**src/hw/xpu_pkg.sv**
```systemverilog
// xpu housekeeping package with register map, widths, tsf divider and rx header types
package xpu_pkg;

  localparam int TSF_TIMER_WIDTH = 64; // 802.11 tsf is 64 bit
  localparam int REG_DATA_WIDTH  = 32;
  localparam int REG_ADDR_WIDTH  = 6;  // word index, 64 regs
  localparam int MAC_ADDR_WIDTH  = 48;
  localparam int TSF_CLKS_PER_US = 100; // 100 MHz clk
  localparam int TSF_DIV_WIDTH   = $clog2(TSF_CLKS_PER_US);

  localparam logic [REG_DATA_WIDTH-1:0] XPU_HW_VERSION = 32'h0b1c_0a05;

  // register word indices
  localparam logic [REG_ADDR_WIDTH-1:0] REG_TSF_LOAD_LO  = 6'd2;
  localparam logic [REG_ADDR_WIDTH-1:0] REG_TSF_LOAD_HI  = 6'd3;  // bit 31 rising edge loads
  localparam logic [REG_ADDR_WIDTH-1:0] REG_BAND_CHANNEL = 6'd4;  // 19:16 band, 15:0 channel
  localparam logic [REG_ADDR_WIDTH-1:0] REG_MAC_LO       = 6'd30;
  localparam logic [REG_ADDR_WIDTH-1:0] REG_MAC_HI       = 6'd31; // 15:0 only
  localparam logic [REG_ADDR_WIDTH-1:0] REG_TSF_RD_LO    = 6'd58;
  localparam logic [REG_ADDR_WIDTH-1:0] REG_TSF_RD_HI    = 6'd59;
  localparam logic [REG_ADDR_WIDTH-1:0] REG_ADDR2_RD     = 6'd62;
  localparam logic [REG_ADDR_WIDTH-1:0] REG_VERSION      = 6'd63;

  // byte offsets inside the received mac header
  localparam int HDR_FC_OFS    = 0;
  localparam int HDR_ADDR1_OFS = 4;
  localparam int HDR_ADDR2_OFS = 10;
  localparam int HDR_ADDR3_OFS = 16;
  localparam int HDR_SC_OFS    = 22;
  localparam int HDR_LEN       = 24; // bytes up to and incl. sequence control

  typedef struct packed {
    logic                      en;
    logic [REG_ADDR_WIDTH-1:0] addr;
    logic [REG_DATA_WIDTH-1:0] data;
  } reg_wr_t;

  typedef struct packed {
    logic        strobe;
    logic [15:0] idx;  // byte count from demod
    logic [7:0]  data;
  } rx_byte_t;

  // frame control and duration over the first four header bytes
  typedef union packed {
    logic [31:0] raw;
    struct packed {
      logic [15:0] duration;
      logic        order;
      logic        protected_frame;
      logic        more_data;
      logic        power_manage;
      logic        retry;
      logic        more_frag;
      logic        from_ds;
      logic        to_ds;
      logic [3:0]  subtype;
      logic [1:0]  ftype;
      logic [1:0]  version;
    } f;
  } fc_di_u;

  typedef struct packed {
    fc_di_u                    fc;
    logic [MAC_ADDR_WIDTH-1:0] addr1;
    logic [MAC_ADDR_WIDTH-1:0] addr2;
    logic [MAC_ADDR_WIDTH-1:0] addr3;
    logic [15:0]               sc;
    logic                      fc_valid;
    logic                      addr1_valid;
    logic                      addr2_valid;
    logic                      addr3_valid;
    logic                      sc_valid;
  } rx_hdr_t;

  typedef struct packed {
    logic                       load;
    logic [TSF_TIMER_WIDTH-1:0] val;
  } tsf_load_t;

endpackage

```
**src/hw/activity_leds.sv**
```systemverilog
// activity leds, each flips on the rising edge of its event
`timescale 1ns/1ps

module activity_leds (
  input  logic       clk,
  input  logic       rst_n_i,
  input  logic       demod_is_ongoing_i,
  input  logic       pkt_header_valid_i,
  input  logic       pkt_header_valid_strobe_i,
  input  logic       phy_tx_started_i,
  output logic [2:0] leds_o
);

  logic       sig_valid;
  logic [2:0] ev;
  logic [2:0] ev_q;

  assign sig_valid = pkt_header_valid_strobe_i & pkt_header_valid_i; // good SIG only
  assign ev = {phy_tx_started_i, sig_valid, demod_is_ongoing_i};

  always_ff @(posedge clk) begin
    if (!rst_n_i) begin
      ev_q   <= '0;
      leds_o <= '0;
    end else begin
      ev_q   <= ev;
      leds_o <= leds_o ^ (ev & ~ev_q); // toggle on rising edge
    end
  end

endmodule

```
**src/hw/rx_header_parse.sv**
```systemverilog
// received mac header parser for fc and duration, addr1-3, seq ctrl and the packet-for-me flag
`timescale 1ns/1ps

module rx_header_parse import xpu_pkg::*; (
  input  logic                      clk,
  input  logic                      rst_n_i,
  input  rx_byte_t                  rx_byte_i,
  input  logic                      pkt_header_valid_strobe_i,
  input  logic [MAC_ADDR_WIDTH-1:0] mac_addr_i,
  output rx_hdr_t                   rx_hdr_o,
  output logic                      pkt_for_me_o
);

  logic [15:0]               idx;
  logic [7:0]                din;
  logic [4:0]                in_field;  // fc, addr1, addr2, addr3, sc
  logic [4:0]                last_hit;
  logic [MAC_ADDR_WIDTH-1:0] addr1_next;

  fc_di_u                    fc_q;
  logic [MAC_ADDR_WIDTH-1:0] addr1_q;
  logic [MAC_ADDR_WIDTH-1:0] addr2_q;
  logic [MAC_ADDR_WIDTH-1:0] addr3_q;
  logic [15:0]               sc_q;
  logic [4:0]                valid_q;
  logic                      for_me_q;

  assign idx = rx_byte_i.idx;
  assign din = rx_byte_i.data;

  // field select by byte index
  always_comb begin
    in_field[0] = (idx >= HDR_FC_OFS)    && (idx < HDR_ADDR1_OFS);
    in_field[1] = (idx >= HDR_ADDR1_OFS) && (idx < HDR_ADDR2_OFS);
    in_field[2] = (idx >= HDR_ADDR2_OFS) && (idx < HDR_ADDR3_OFS);
    in_field[3] = (idx >= HDR_ADDR3_OFS) && (idx < HDR_SC_OFS);
    in_field[4] = (idx >= HDR_SC_OFS)    && (idx < HDR_LEN);
    in_field    = in_field & {5{rx_byte_i.strobe}};

    last_hit[0] = (idx == HDR_ADDR1_OFS - 1);
    last_hit[1] = (idx == HDR_ADDR2_OFS - 1);
    last_hit[2] = (idx == HDR_ADDR3_OFS - 1);
    last_hit[3] = (idx == HDR_SC_OFS - 1);
    last_hit[4] = (idx == HDR_LEN - 1);
    last_hit    = last_hit & {5{rx_byte_i.strobe}};
  end

  // first byte on air is the low byte, so shift in from the top
  assign addr1_next = {din, addr1_q[MAC_ADDR_WIDTH-1:8]};

  always_ff @(posedge clk) begin
    if (in_field[0]) fc_q.raw <= {din, fc_q.raw[31:8]};
    if (in_field[1]) addr1_q  <= addr1_next;
    if (in_field[2]) addr2_q  <= {din, addr2_q[MAC_ADDR_WIDTH-1:8]};
    if (in_field[3]) addr3_q  <= {din, addr3_q[MAC_ADDR_WIDTH-1:8]};
    if (in_field[4]) sc_q     <= {din, sc_q[15:8]};
  end

  // header strobe ends the frame and clears all flags
  always_ff @(posedge clk) begin
    if (!rst_n_i || pkt_header_valid_strobe_i) begin
      valid_q  <= '0;
      for_me_q <= 1'b0;
    end else begin
      valid_q <= valid_q | last_hit;
      if (last_hit[1]) begin
        for_me_q <= (addr1_next == mac_addr_i); // lands with addr1_valid
      end
    end
  end

  assign rx_hdr_o = '{fc:          fc_q,
                      addr1:       addr1_q,
                      addr2:       addr2_q,
                      addr3:       addr3_q,
                      sc:          sc_q,
                      fc_valid:    valid_q[0],
                      addr1_valid: valid_q[1],
                      addr2_valid: valid_q[2],
                      addr3_valid: valid_q[3],
                      sc_valid:    valid_q[4]};

  assign pkt_for_me_o = for_me_q;

endmodule

```
**src/hw/tsf_timer.sv**
```systemverilog
// 802.11 tsf timer, 64 bit microsecond count with 1 us pulse and software load
`timescale 1ns/1ps

module tsf_timer import xpu_pkg::*; (
  input  logic                       clk,
  input  logic                       rst_n_i,
  input  tsf_load_t                  tsf_load_i,
  output logic [TSF_TIMER_WIDTH-1:0] tsf_runtime_val_o,
  output logic                       tsf_pulse_1m_o
);

  logic [TSF_DIV_WIDTH-1:0]   div_cnt_q;
  logic [TSF_TIMER_WIDTH-1:0] tsf_q;
  logic                       pulse_q;
  logic                       us_tick;

  assign us_tick = (div_cnt_q == TSF_DIV_WIDTH'(TSF_CLKS_PER_US - 1));

  always_ff @(posedge clk) begin
    if (!rst_n_i) begin
      div_cnt_q <= '0;
      tsf_q     <= '0;
      pulse_q   <= 1'b0;
    end else if (tsf_load_i.load) begin
      // new time base, divider starts over
      div_cnt_q <= '0;
      tsf_q     <= tsf_load_i.val;
      pulse_q   <= 1'b0;
    end else begin
      pulse_q <= us_tick;
      if (us_tick) begin
        div_cnt_q <= '0;
        tsf_q     <= tsf_q + TSF_TIMER_WIDTH'(1); // steps with the pulse edge
      end else begin
        div_cnt_q <= div_cnt_q + TSF_DIV_WIDTH'(1);
      end
    end
  end

  assign tsf_runtime_val_o = tsf_q;
  assign tsf_pulse_1m_o    = pulse_q;

endmodule

```
**src/hw/xpu.sv**
```systemverilog
// xpu top wiring the registers, tsf timer, rx header parser and activity leds
`timescale 1ns/1ps

module xpu import xpu_pkg::*; (
  input  logic                       clk,
  input  logic                       rst_n_i,

  // register access
  input  reg_wr_t                    reg_wr_i,
  input  logic                       rd_en_i,
  input  logic [REG_ADDR_WIDTH-1:0]  rd_addr_i,
  output logic [REG_DATA_WIDTH-1:0]  rd_data_o,
  output logic                       rd_valid_o,

  // from demodulator
  input  rx_byte_t                   rx_byte_i,
  input  logic                       pkt_header_valid_i,
  input  logic                       pkt_header_valid_strobe_i,
  input  logic                       demod_is_ongoing_i,
  input  logic                       phy_tx_started_i,

  output rx_hdr_t                    rx_hdr_o,
  output logic                       pkt_for_me_o,
  output logic [TSF_TIMER_WIDTH-1:0] tsf_runtime_val_o,
  output logic                       tsf_pulse_1m_o,
  output logic [3:0]                 band_o,
  output logic [15:0]                channel_o,
  output logic [MAC_ADDR_WIDTH-1:0]  mac_addr_o,
  output logic [2:0]                 leds_o
);

  tsf_load_t tsf_load;

  xpu_regs xpu_regs_i (
    .clk               (clk),
    .rst_n_i           (rst_n_i),
    .reg_wr_i          (reg_wr_i),
    .rd_en_i           (rd_en_i),
    .rd_addr_i         (rd_addr_i),
    .tsf_runtime_val_i (tsf_runtime_val_o),
    .rx_hdr_i          (rx_hdr_o),          // addr2 read-back
    .rd_data_o         (rd_data_o),
    .rd_valid_o        (rd_valid_o),
    .tsf_load_o        (tsf_load),
    .band_o            (band_o),
    .channel_o         (channel_o),
    .mac_addr_o        (mac_addr_o)
  );

  tsf_timer tsf_timer_i (
    .clk               (clk),
    .rst_n_i           (rst_n_i),
    .tsf_load_i        (tsf_load),
    .tsf_runtime_val_o (tsf_runtime_val_o),
    .tsf_pulse_1m_o    (tsf_pulse_1m_o)
  );

  rx_header_parse rx_header_parse_i (
    .clk                       (clk),
    .rst_n_i                   (rst_n_i),
    .rx_byte_i                 (rx_byte_i),
    .pkt_header_valid_strobe_i (pkt_header_valid_strobe_i),
    .mac_addr_i                (mac_addr_o), // own station address
    .rx_hdr_o                  (rx_hdr_o),
    .pkt_for_me_o              (pkt_for_me_o)
  );

  activity_leds activity_leds_i (
    .clk                       (clk),
    .rst_n_i                   (rst_n_i),
    .demod_is_ongoing_i        (demod_is_ongoing_i),
    .pkt_header_valid_i        (pkt_header_valid_i),
    .pkt_header_valid_strobe_i (pkt_header_valid_strobe_i),
    .phy_tx_started_i          (phy_tx_started_i),
    .leds_o                    (leds_o)
  );

endmodule

```
**src/hw/xpu_regs.sv**
```systemverilog
// xpu configuration registers with tsf load trigger and read-back mux
`timescale 1ns/1ps

module xpu_regs import xpu_pkg::*; (
  input  logic                       clk,
  input  logic                       rst_n_i,
  input  reg_wr_t                    reg_wr_i,
  input  logic                       rd_en_i,
  input  logic [REG_ADDR_WIDTH-1:0]  rd_addr_i,
  input  logic [TSF_TIMER_WIDTH-1:0] tsf_runtime_val_i,
  input  rx_hdr_t                    rx_hdr_i,
  output logic [REG_DATA_WIDTH-1:0]  rd_data_o,
  output logic                       rd_valid_o,
  output tsf_load_t                  tsf_load_o,
  output logic [3:0]                 band_o,
  output logic [15:0]                channel_o,
  output logic [MAC_ADDR_WIDTH-1:0]  mac_addr_o
);

  logic [REG_DATA_WIDTH-1:0] tsf_load_lo_q;   // reg 2
  logic [REG_DATA_WIDTH-1:0] tsf_load_hi_q;   // reg 3
  logic [REG_DATA_WIDTH-1:0] band_channel_q;  // reg 4
  logic [REG_DATA_WIDTH-1:0] mac_lo_q;        // reg 30
  logic [REG_DATA_WIDTH-1:0] mac_hi_q;        // reg 31
  logic                      tsf_load_q;
  logic                      tsf_load_trig;
  logic [REG_DATA_WIDTH-1:0] addr2_rd;
  logic [REG_DATA_WIDTH-1:0] rd_mux;

  // load only on 0 -> 1 of the stored msb
  assign tsf_load_trig = reg_wr_i.en && (reg_wr_i.addr == REG_TSF_LOAD_HI) &&
                         reg_wr_i.data[REG_DATA_WIDTH-1] &&
                         !tsf_load_hi_q[REG_DATA_WIDTH-1];

  always_ff @(posedge clk) begin
    if (!rst_n_i) begin
      tsf_load_lo_q  <= '0;
      tsf_load_hi_q  <= '0;
      band_channel_q <= '0;
      mac_lo_q       <= '0;
      mac_hi_q       <= '0;
      tsf_load_q     <= 1'b0;
    end else begin
      tsf_load_q <= tsf_load_trig;
      if (reg_wr_i.en) begin
        case (reg_wr_i.addr)
          REG_TSF_LOAD_LO:  tsf_load_lo_q  <= reg_wr_i.data;
          REG_TSF_LOAD_HI:  tsf_load_hi_q  <= reg_wr_i.data;
          REG_BAND_CHANNEL: band_channel_q <= reg_wr_i.data;
          REG_MAC_LO:       mac_lo_q       <= reg_wr_i.data;
          REG_MAC_HI:       mac_hi_q       <= reg_wr_i.data;
          default: ;
        endcase
      end
    end
  end

  // high word sits on top, so bit 31 of reg 3 is also tsf bit 63
  assign tsf_load_o = '{load: tsf_load_q,
                        val:  {tsf_load_hi_q[TSF_TIMER_WIDTH-REG_DATA_WIDTH-1:0], tsf_load_lo_q}};

  assign band_o     = band_channel_q[19:16];
  assign channel_o  = band_channel_q[15:0];
  assign mac_addr_o = {mac_hi_q[MAC_ADDR_WIDTH-REG_DATA_WIDTH-1:0], mac_lo_q};

  // byte reversed so software can tell the on-air byte order
  assign addr2_rd = {rx_hdr_i.addr2[23:16], rx_hdr_i.addr2[31:24],
                     rx_hdr_i.addr2[39:32], rx_hdr_i.addr2[47:40]};

  always_comb begin
    case (rd_addr_i)
      REG_TSF_LOAD_LO:  rd_mux = tsf_load_lo_q;
      REG_TSF_LOAD_HI:  rd_mux = tsf_load_hi_q;
      REG_BAND_CHANNEL: rd_mux = band_channel_q;
      REG_MAC_LO:       rd_mux = mac_lo_q;
      REG_MAC_HI:       rd_mux = mac_hi_q;
      REG_TSF_RD_LO:    rd_mux = tsf_runtime_val_i[REG_DATA_WIDTH-1:0];
      REG_TSF_RD_HI:    rd_mux = tsf_runtime_val_i[TSF_TIMER_WIDTH-1:REG_DATA_WIDTH];
      REG_ADDR2_RD:     rd_mux = addr2_rd;
      REG_VERSION:      rd_mux = XPU_HW_VERSION;
      default:          rd_mux = '0; // unmapped
    endcase
  end

  always_ff @(posedge clk) begin
    if (!rst_n_i) begin
      rd_valid_o <= 1'b0;
    end else begin
      rd_valid_o <= rd_en_i;
    end
  end

  always_ff @(posedge clk) begin
    if (rd_en_i) begin
      rd_data_o <= rd_mux;
    end
  end

endmodule

```
**config.mk**
```make
export PLATFORM = sky130hd
export DESIGN_NAME = xpu
export DESIGN_NICKNAME = d
export VERILOG_FILES = /design/src/hw/xpu_pkg.sv /design/src/hw/activity_leds.sv /design/src/hw/rx_header_parse.sv /design/src/hw/tsf_timer.sv /design/src/hw/xpu.sv /design/src/hw/xpu_regs.sv
export SDC_FILE = /design/constraint.sdc
export NUM_CORES = 1
export LEC_CHECK = 0
export ABC_AREA = 0
export BUFFER_PORTS_ARGS = -buffer_cell sky130_fd_sc_hd__buf_2
export CORE_MARGIN = 2
export CORE_UTILIZATION = 33
export CTS_CLUSTER_DIAMETER = 60
export CTS_CLUSTER_SIZE = 25
export DETAILED_ROUTE_END_ITERATION = 10
export SLEW_MARGIN = 40
export SYNTH_ARGS = -nofsm -noshare
export SYNTH_HDL_FRONTEND = slang
export SYNTH_SLANG_ARGS = --single-unit
```
**constraint.sdc**
```tcl
create_clock -name clk -period 16.3 [get_ports clk]
set_clock_uncertainty 0.05 [all_clocks]
set_input_delay 2.445 -clock clk [delete_from_list [all_inputs] [get_ports clk]]
set_output_delay 2.445 -clock clk [all_outputs]
set_load 0.005 [all_outputs]
```
==> results of run 1 <==
[Yosys cell counts (10+ instances only)]
cell type  count  area share (%)
nand2_1      331             6.2
dfxtp_1      246              25
edfxtp_1     224              34
a21boi_0     130             4.9
clkbuf_1     108             2.0
xnor2_1       70             3.1
nor2_1        61             1.1
mux2i_1       58             2.9
nand4_1       56             1.8
o21ai_0       54             1.4
nand3_1       41             1.0
nor2b_1       39             1.2
buf_4         36             1.4
mux2_2        36             2.0
a222oi_1      31             1.6
nor3_1        30            0.75
a21oi_1       23            0.58
a221oi_1      23             1.0
nand2b_1      18            0.57
or4_1         18            0.68
and3_1        16            0.50
nor4_1        16            0.50
or3_1         14            0.44
a31oi_1       13            0.41
o211a_1       12            0.60
xor2_1        12            0.53
and2_1        11            0.35
inv_1         11            0.21
a22oi_1       10            0.38
and4_1        10            0.44
[final cells by class]
class	instances	share of cell area, %
Clock inverter	25	1.20
Clock buffer	38	3.84
Tap cell	782	4.09
Multi-Input combinational cell	1197	31.9
Antenna cell	4	0.0418
Timing Repair Buffer	467	10.1
Inverter	11	0.173
Sequential cell	470	48.7
[sequential cells by signal, indices dropped and copies added (netlist names), 48 cells and up]
name	flops
tsf_timer_i.tsf_runtime_val_o	64
rx_header_parse_i.addr1_q	48
rx_header_parse_i.addr3_q	48
rx_header_parse_i.addr2_q	48
[power by group through the flow]
stage	clock network (mW)	logic, mW	registers [mW]
6_report	0.936	0.0797	1.24
5_1_grt	0.993	0.0839	1.24
3_3_place_gp	0	0.0769	1.27
2_1_floorplan	0	0.0354	1.26
4_1_cts	0.951	0.0783	1.24
3_5_place_dp	0	0.0781	1.27
[worst min-delay path by stage]
stage,cells after the start,end,slack [ns],start
global route,0,rx_header_parse_i.addr3_q[0],0.41,rx_header_parse_i.addr3_q[8]
finish,0,rx_header_parse_i.fc_q[18],0.39,rx_header_parse_i.fc_q[26]
CTS,0,rx_header_parse_i.fc_q[18],0.39,rx_header_parse_i.fc_q[26]
floorplan,1,tsf_timer_i.div_cnt_q[0],0.37,tsf_timer_i.div_cnt_q[0]
global placement,0,rx_header_parse_i.addr3_q[18],0.38,rx_header_parse_i.addr3_q[26]
detailed placement,0,rx_header_parse_i.addr3_q[11],0.38,rx_header_parse_i.addr3_q[19]
[metal layers]
metal,global-route usage (%),wire length (µm)
met1,33.9,32900
met2,37.9,35700
met3,7.12,9560
met4,7.11,2250
met5,0,0
[stage by stage]
stage | worst slack [ns] | util (%)
after global placement | 11.02 | 37.8
after global routing | 11.75 | 39.9
after CTS | 11.61 | 39.8
final | 11.73 | 39.9
after floorplan | 9.47 | -
after detailed placement | 10.98 | 37.8
[worst max-delay path, delay by kind of cell]
family / cells / cell delay [ns]
and+or+nand+nor: 3 / 0.62
AOI/OAI and AO/OA: 1 / 0.76
buffers and inverters: 3 / 0.93
[cell families (layout without fill, tap and decap cells)]
group	count (synthesis)	after routing	share of synthesized area, %
AO/OA/AOI/OAI	335	335	12.4
buffers and inverters	160	541	3.71
AND/OR/NAND/NOR	684	684	16.7
flip-flops	470	470	58.5
other	0	4	0
multiplexers	94	94	4.95
XOR/XNOR	82	82	3.60
adder cells (fa/ha/maj)	2	2	0.126
==> results.yml, run 1 <==
run_status:
  status: "completed"
setup_path:
  cpMostUsedCell: "buf_4"
  timing.rr.end: "tsf_timer_i.tsf_runtime_val_o[51]"
  cp_max_fo: 40
  crit_path_top_delay_cell: "a222oi_1"
  crit_path_cell_trace: "buf_2 -> buf_4 -> nor2_1 -> and2_1 -> buf_4 -> a222oi_1 -> nand2_1"
  crit_arrival_ns: 4.81
  start_kind: "primary input"
  critPathMaxStageDelay_ns: 0.76
  crit_type: "primary input to register"
  reg2reg_depth: 6
  worstPathRequired_ns: 16.54
  r2r_slack_ns: 12.83
  end_kind: "register"
  r2r-start: "tsf_timer_i.div_cnt_q[0]"
  cp-startpoint: "rd_addr_i[0]"
  crit_end: "xpu_regs_i.rd_data_o[10]"
pwr:
  power.density_nw_per_um2: 94.3
  ir_drop_uv: 51.8
  power_frac_clock_pct: 41.5
  switching_share_pct: 24.5
  combPwrFrac_pct: 3.5
  p_leak_nw: 8.75
  p_seq_share_pct: 55.0
  intPower_mw: 1.70
  finalPower_mw: 2.26
  p_switching_uw: 552
drt:
  drtAntennaViolNets: 0
  drt_iter0_markers: 2375
  vias: 16700
  routed_wl_um: 80500
  via_per_inst: 5.58
  drc: 0
  wl_per_cell_um: 26.9
  first_pass_iters: 9
timing:
  setup_viol: 0
  finalCritPeriodShare_pct: 28.1
  hold_violations: 0
  setup_tns_ns: 0
  finalCriticalPeriod_ns: 4.57
  rsz0062_at_grt: "false"
  max_slew_margin_pct: 38.2
  clock.fmax_mhz: 219
  worst_pin_slew_ns: 0.927
  whs_ns: 0.390
  slew_violations: 0
floorplanning:
  fp.dieW_um: 250
  core_um2: 60000
  die_y_um: 250
  start_util_pct: 33.2
  rows: 90
  design.die.area_um2: 62400
  io-pin-count: 444
clock_tree:
  cts_root_buffer: "clkbuf_16"
  postCtsSetupRepairBufs: 0
  clock_latency_ns: 0.59
  ctsResizeCount: 0
  cts_buffer_depth: 3
  cts_buffers: 35
  clock_sinks: 470
  clkTransAtPathRegs_ns: 0.09
  cts_tree: "yes"
  htreeDepth: 2
  hold_buffers: 0
global_route:
  antenna_found_initial: 7
  grt-ovfl-total: 0
  grt_pass1_vias: 15200
  grt_max_degree: 105
  grt_pass1_wl_um: 113000
  grtUsageTotal_pct: 24.7
logic_synthesis:
  synthArstFlopShare_pct: 0
  yosysWarnings: 0
  synth_seq_cells: 470
  avgSynthCellArea_um2: 10.9
  netlist_area_um2: 19900
  syn_nets: 1906
  ys_seq_area_share_pct: 58.5
  postSynthCellCount: 1827
  synth_cell_types: 60
  yosys_most_used_dff: "dfxtp_1"
  synth_edf_count: 224
flow_run:
  cap_violations: 0
finish:
  mostFrequentLayoutCell: "buf_2"
  post-route-cell-area_um2: 23900
  drive_above_1_share_pct: 26.6
  syn_to_final_growth_pct: 20.0
  fillers: 5884
  mostFrequentLayoutCells: "buf_2 (440), nand2_1 (329), dfxtp_1 (245), edfxtp_1 (224), a21boi_0 (130)"
  nNetsFinal: 2261
  multi_input_area_um2: 7620
  seq_area_um2: 11700
  fin_cells: 2994
placed_design:
  placed_cell_area_um2: 22700
  dp.final_hpwl_um: 59900
  dp.cells: 2927
  gp_congestion: 0.899
  port_buffers: 443
worst_hold_path:
  hold_path.class: "register to register"
Power figures use the tool's default switching activity.
==> run 2, diff against run 1 <==
--- a/config.mk
+++ b/config.mk
@@ -5,7 +5,7 @@
 export SDC_FILE = /design/constraint.sdc
 export NUM_CORES = 1
 export LEC_CHECK = 0
-export ABC_AREA = 0
+export ABC_AREA = 1
 export BUFFER_PORTS_ARGS = -buffer_cell sky130_fd_sc_hd__buf_2
 export CORE_MARGIN = 2
 export CORE_UTILIZATION = 33
==> constraint.sdc (replaced) <==
create_clock -name clk -period 4.3 [get_ports clk]
set_clock_uncertainty 0.05 [all_clocks]
set_input_delay 0.645 -clock clk [delete_from_list [all_inputs] [get_ports clk]]
set_output_delay 0.645 -clock clk [all_outputs]
set_load 0.005 [all_outputs]
==> run 2 against run 1 <==
  * Setup slack worse by 10 ns
  * Die area up 2.0%
  * Clock power rose to 4.2 times the previous value
  * Largest power group unchanged
==> results.yml, run 2 <==
setup_path:
  worstPathRequired_ns: 4.77
  crit_type: "register to register"
  cp_max_fo: 27
  start_kind: "register"
  end_kind: "register"
  crit_arrival_ns: 3.03
timing:
  slew_violations: 0
  setup_tns_ns: 0
  max_slew_margin_pct: 52.2
  worst_pin_slew_ns: 0.717
  finalCriticalPeriod_ns: 2.56
  rsz0062_at_grt: "false"
  finalCritPeriodShare_pct: 59.5
  setup_viol: 0
  hold_violations: 0
  clock.fmax_mhz: 391
logic_synthesis:
  ys_seq_area_share_pct: 57.3
  synth_seq_cells: 470
  synthSimpleGateAreaFrac_pct: 17.9
  yosys-mux-area-fraction_pct: 0
  synth_top_family_by_area: "simple AND/OR/NAND/NOR gates"
  yosysMostFrequentCell: "nand2_1"
  yosys_most_used_dff: "dfxtp_1"
  synthArstFlopShare_pct: 0
  postSynthCellCount: 2273
  avgSynthCellArea_um2: 8.95
  synthAdderAreaFrac_pct: 0.123
  yosysWarnings: 0
  synth.area.top_cells: "edfxtp_1 (33%), dfxtp_1 (24%), nand2_1 (5.9%), nor2_1 (5.7%), o21ai_0 (5.4%)"
  syn_nets: 2352
  synth-compound-area-share_pct: 14.0
  synth_xor_area_share_pct: 2.76
  synth_top_area_cell: "edfxtp_1"
  netlist_area_um2: 20300
  synth_edf_count: 224
  synthTopCellsByCount: "nand2_1 (320), nor2_1 (311), dfxtp_1 (246)"
  yosysTopAreaCellShare_pct: 33.1
  synth_cell_types: 47
global_route:
  grt_pass1_wl_um: 123000
  grt_pass1_vias: 17200
  grt-ovfl-total: 0
  grtUsageTotal_pct: 26.6
  antenna_found_initial: 8
  grt_max_degree: 108
pwr:
  power.density_nw_per_um2: 364
  ir_drop_uv: 220
  p_leak_nw: 9.29
  finalPower_mw: 8.94
placed_design:
  gp_congestion: 0.971
  port_buffers: 443
  dp.final_hpwl_um: 67500
finish:
  drive_above_1_share_pct: 22.0
  finalCoreUtilization_pct: 40.5
  mostFrequentLayoutCell: "buf_2"
  mostFrequentLayoutCells: "buf_2 (441), nand2_1 (320), nor2_1 (309), dfxtp_1 (246), inv_1 (237)"
  largest_reg_flops: 64
  nNetsFinal: 2734
  syn_to_final_growth_pct: 20.7
  fillers: 6094
worst_hold_path:
  hold_path.class: "primary input to register"
floorplanning:
  fp.dieW_um: 252
  core_um2: 60600
  rows: 90
  design.die.area_um2: 63600
  die_y_um: 252
  start_util_pct: 33.6
  io-pin-count: 444
clock_tree:
  cts_buffers: 40
  postCtsSetupRepairBufs: 0
  htreeDepth: 2
  cts_root_buffer: "clkbuf_16"
  ctsResizeCount: 0
  clkTransAtPathRegs_ns: 0.07
  hold_buffers: 0
  clock_latency_ns: 0.60
  cts_buffer_depth: 3
  cts_tree: "yes"
  clock_sinks: 470
drt:
  drc: 0
  wl_per_cell_um: 25.2
  dr_wl_met2_um: 41700
  first_pass_iters: 6
  drtAntennaViolNets: 0
  wl_met1_um: 34500
  drt_iter0_markers: 1997
  routed.top_layer: "met5"
  met3_length_um: 7320
  routed_wl_um: 87600
  via_per_inst: 5.33
  vias: 18500
run_status:
  status: "completed"
flow_run:
  cap_violations: 0
[run 2: area by class of cell]
type | instances | area (µm²) | share of cell area, %
clock buffer | 45 | 1060 | 4.33
inverter | 251 | 942 | 3.84
timing repair buffer | 468 | 2410 | 9.84
sequential | 470 | 11700 | 47.5
multi-input combinational | 1424 | 7130 | 29.1
clock inverter | 29 | 347 | 1.41
tap | 782 | 978 | 3.99
antenna | 2 | 5.00 | 0.0204
[run 2: path summary, 6_finish.rpt]
path,startpoint,to,slack (ns),cells after the start
setup / recovery,tsf_timer_i.div_cnt_q[0],tsf_timer_i.tsf_runtime_val_o[22],1.74,7
hold / removal,phy_tx_started_i,activity_leds_i.ev_q[2],0.23,3
setup reg to reg,tsf_timer_i.div_cnt_q[0],tsf_timer_i.tsf_runtime_val_o[22],1.74,7
hold reg to reg,rx_header_parse_i.fc_q[28],rx_header_parse_i.fc_q[20],0.39,0
[run 2: cell families (layout without fill, tap and decap cells)]
logic type / count (synthesis) / in the layout
xor gates and xnor gates: 64 / 64
other: 0 / 2
adders and majority gates: 2 / 2
buffers and inverters: 379 / 793
and+or+nand+nor: 849 / 849
AOI/OAI and AO/OA: 509 / 509
DFF: 470 / 470
[run 2: report_power, final]
| part | switching, mW | total [mW] | internal [mW] |
|---|---|---|---|
| logic | 0.196 | 0.276 | 0.0800 |
| clock network | 2.02 | 3.96 | 1.94 |
| registers | 0.0300 | 4.71 | 4.68 |
[run 2: metrics by stage]
step | setup WS, ns | hold slack (ns) | instances | cell area, µm²
6_report | 1.74 | 0.231 | 3471 | 24500
4_1_cts | 1.79 | 0.214 | 3469 | 24500
3_3_place_gp | 1.61 | 0.378 | 3395 | 23100
5_1_grt | 1.62 | 0.230 | 3470 | 24500
3_5_place_dp | 1.55 | 0.376 | 3395 | 23100
2_1_floorplan | 0.233 | 0.363 | 2273 | 20300
[run 2: per-layer routing]
layer	vias up	GRT usage [%]
li1	8420	-
met5	-	0
met2	939	44.3
met4	8	11.4
met3	177	5.58
met1	8943	33.3
[run 2: worst max-delay path: stages (launching register included)]
cell and delay (ns):
dfxtp_1 0.33, ha_1 0.23, nand2_1 0.11, nor2_4 0.11, nor2_4 0.43, nand2_2 0.52
o21ai_0 0.51, o21bai_1 0.16
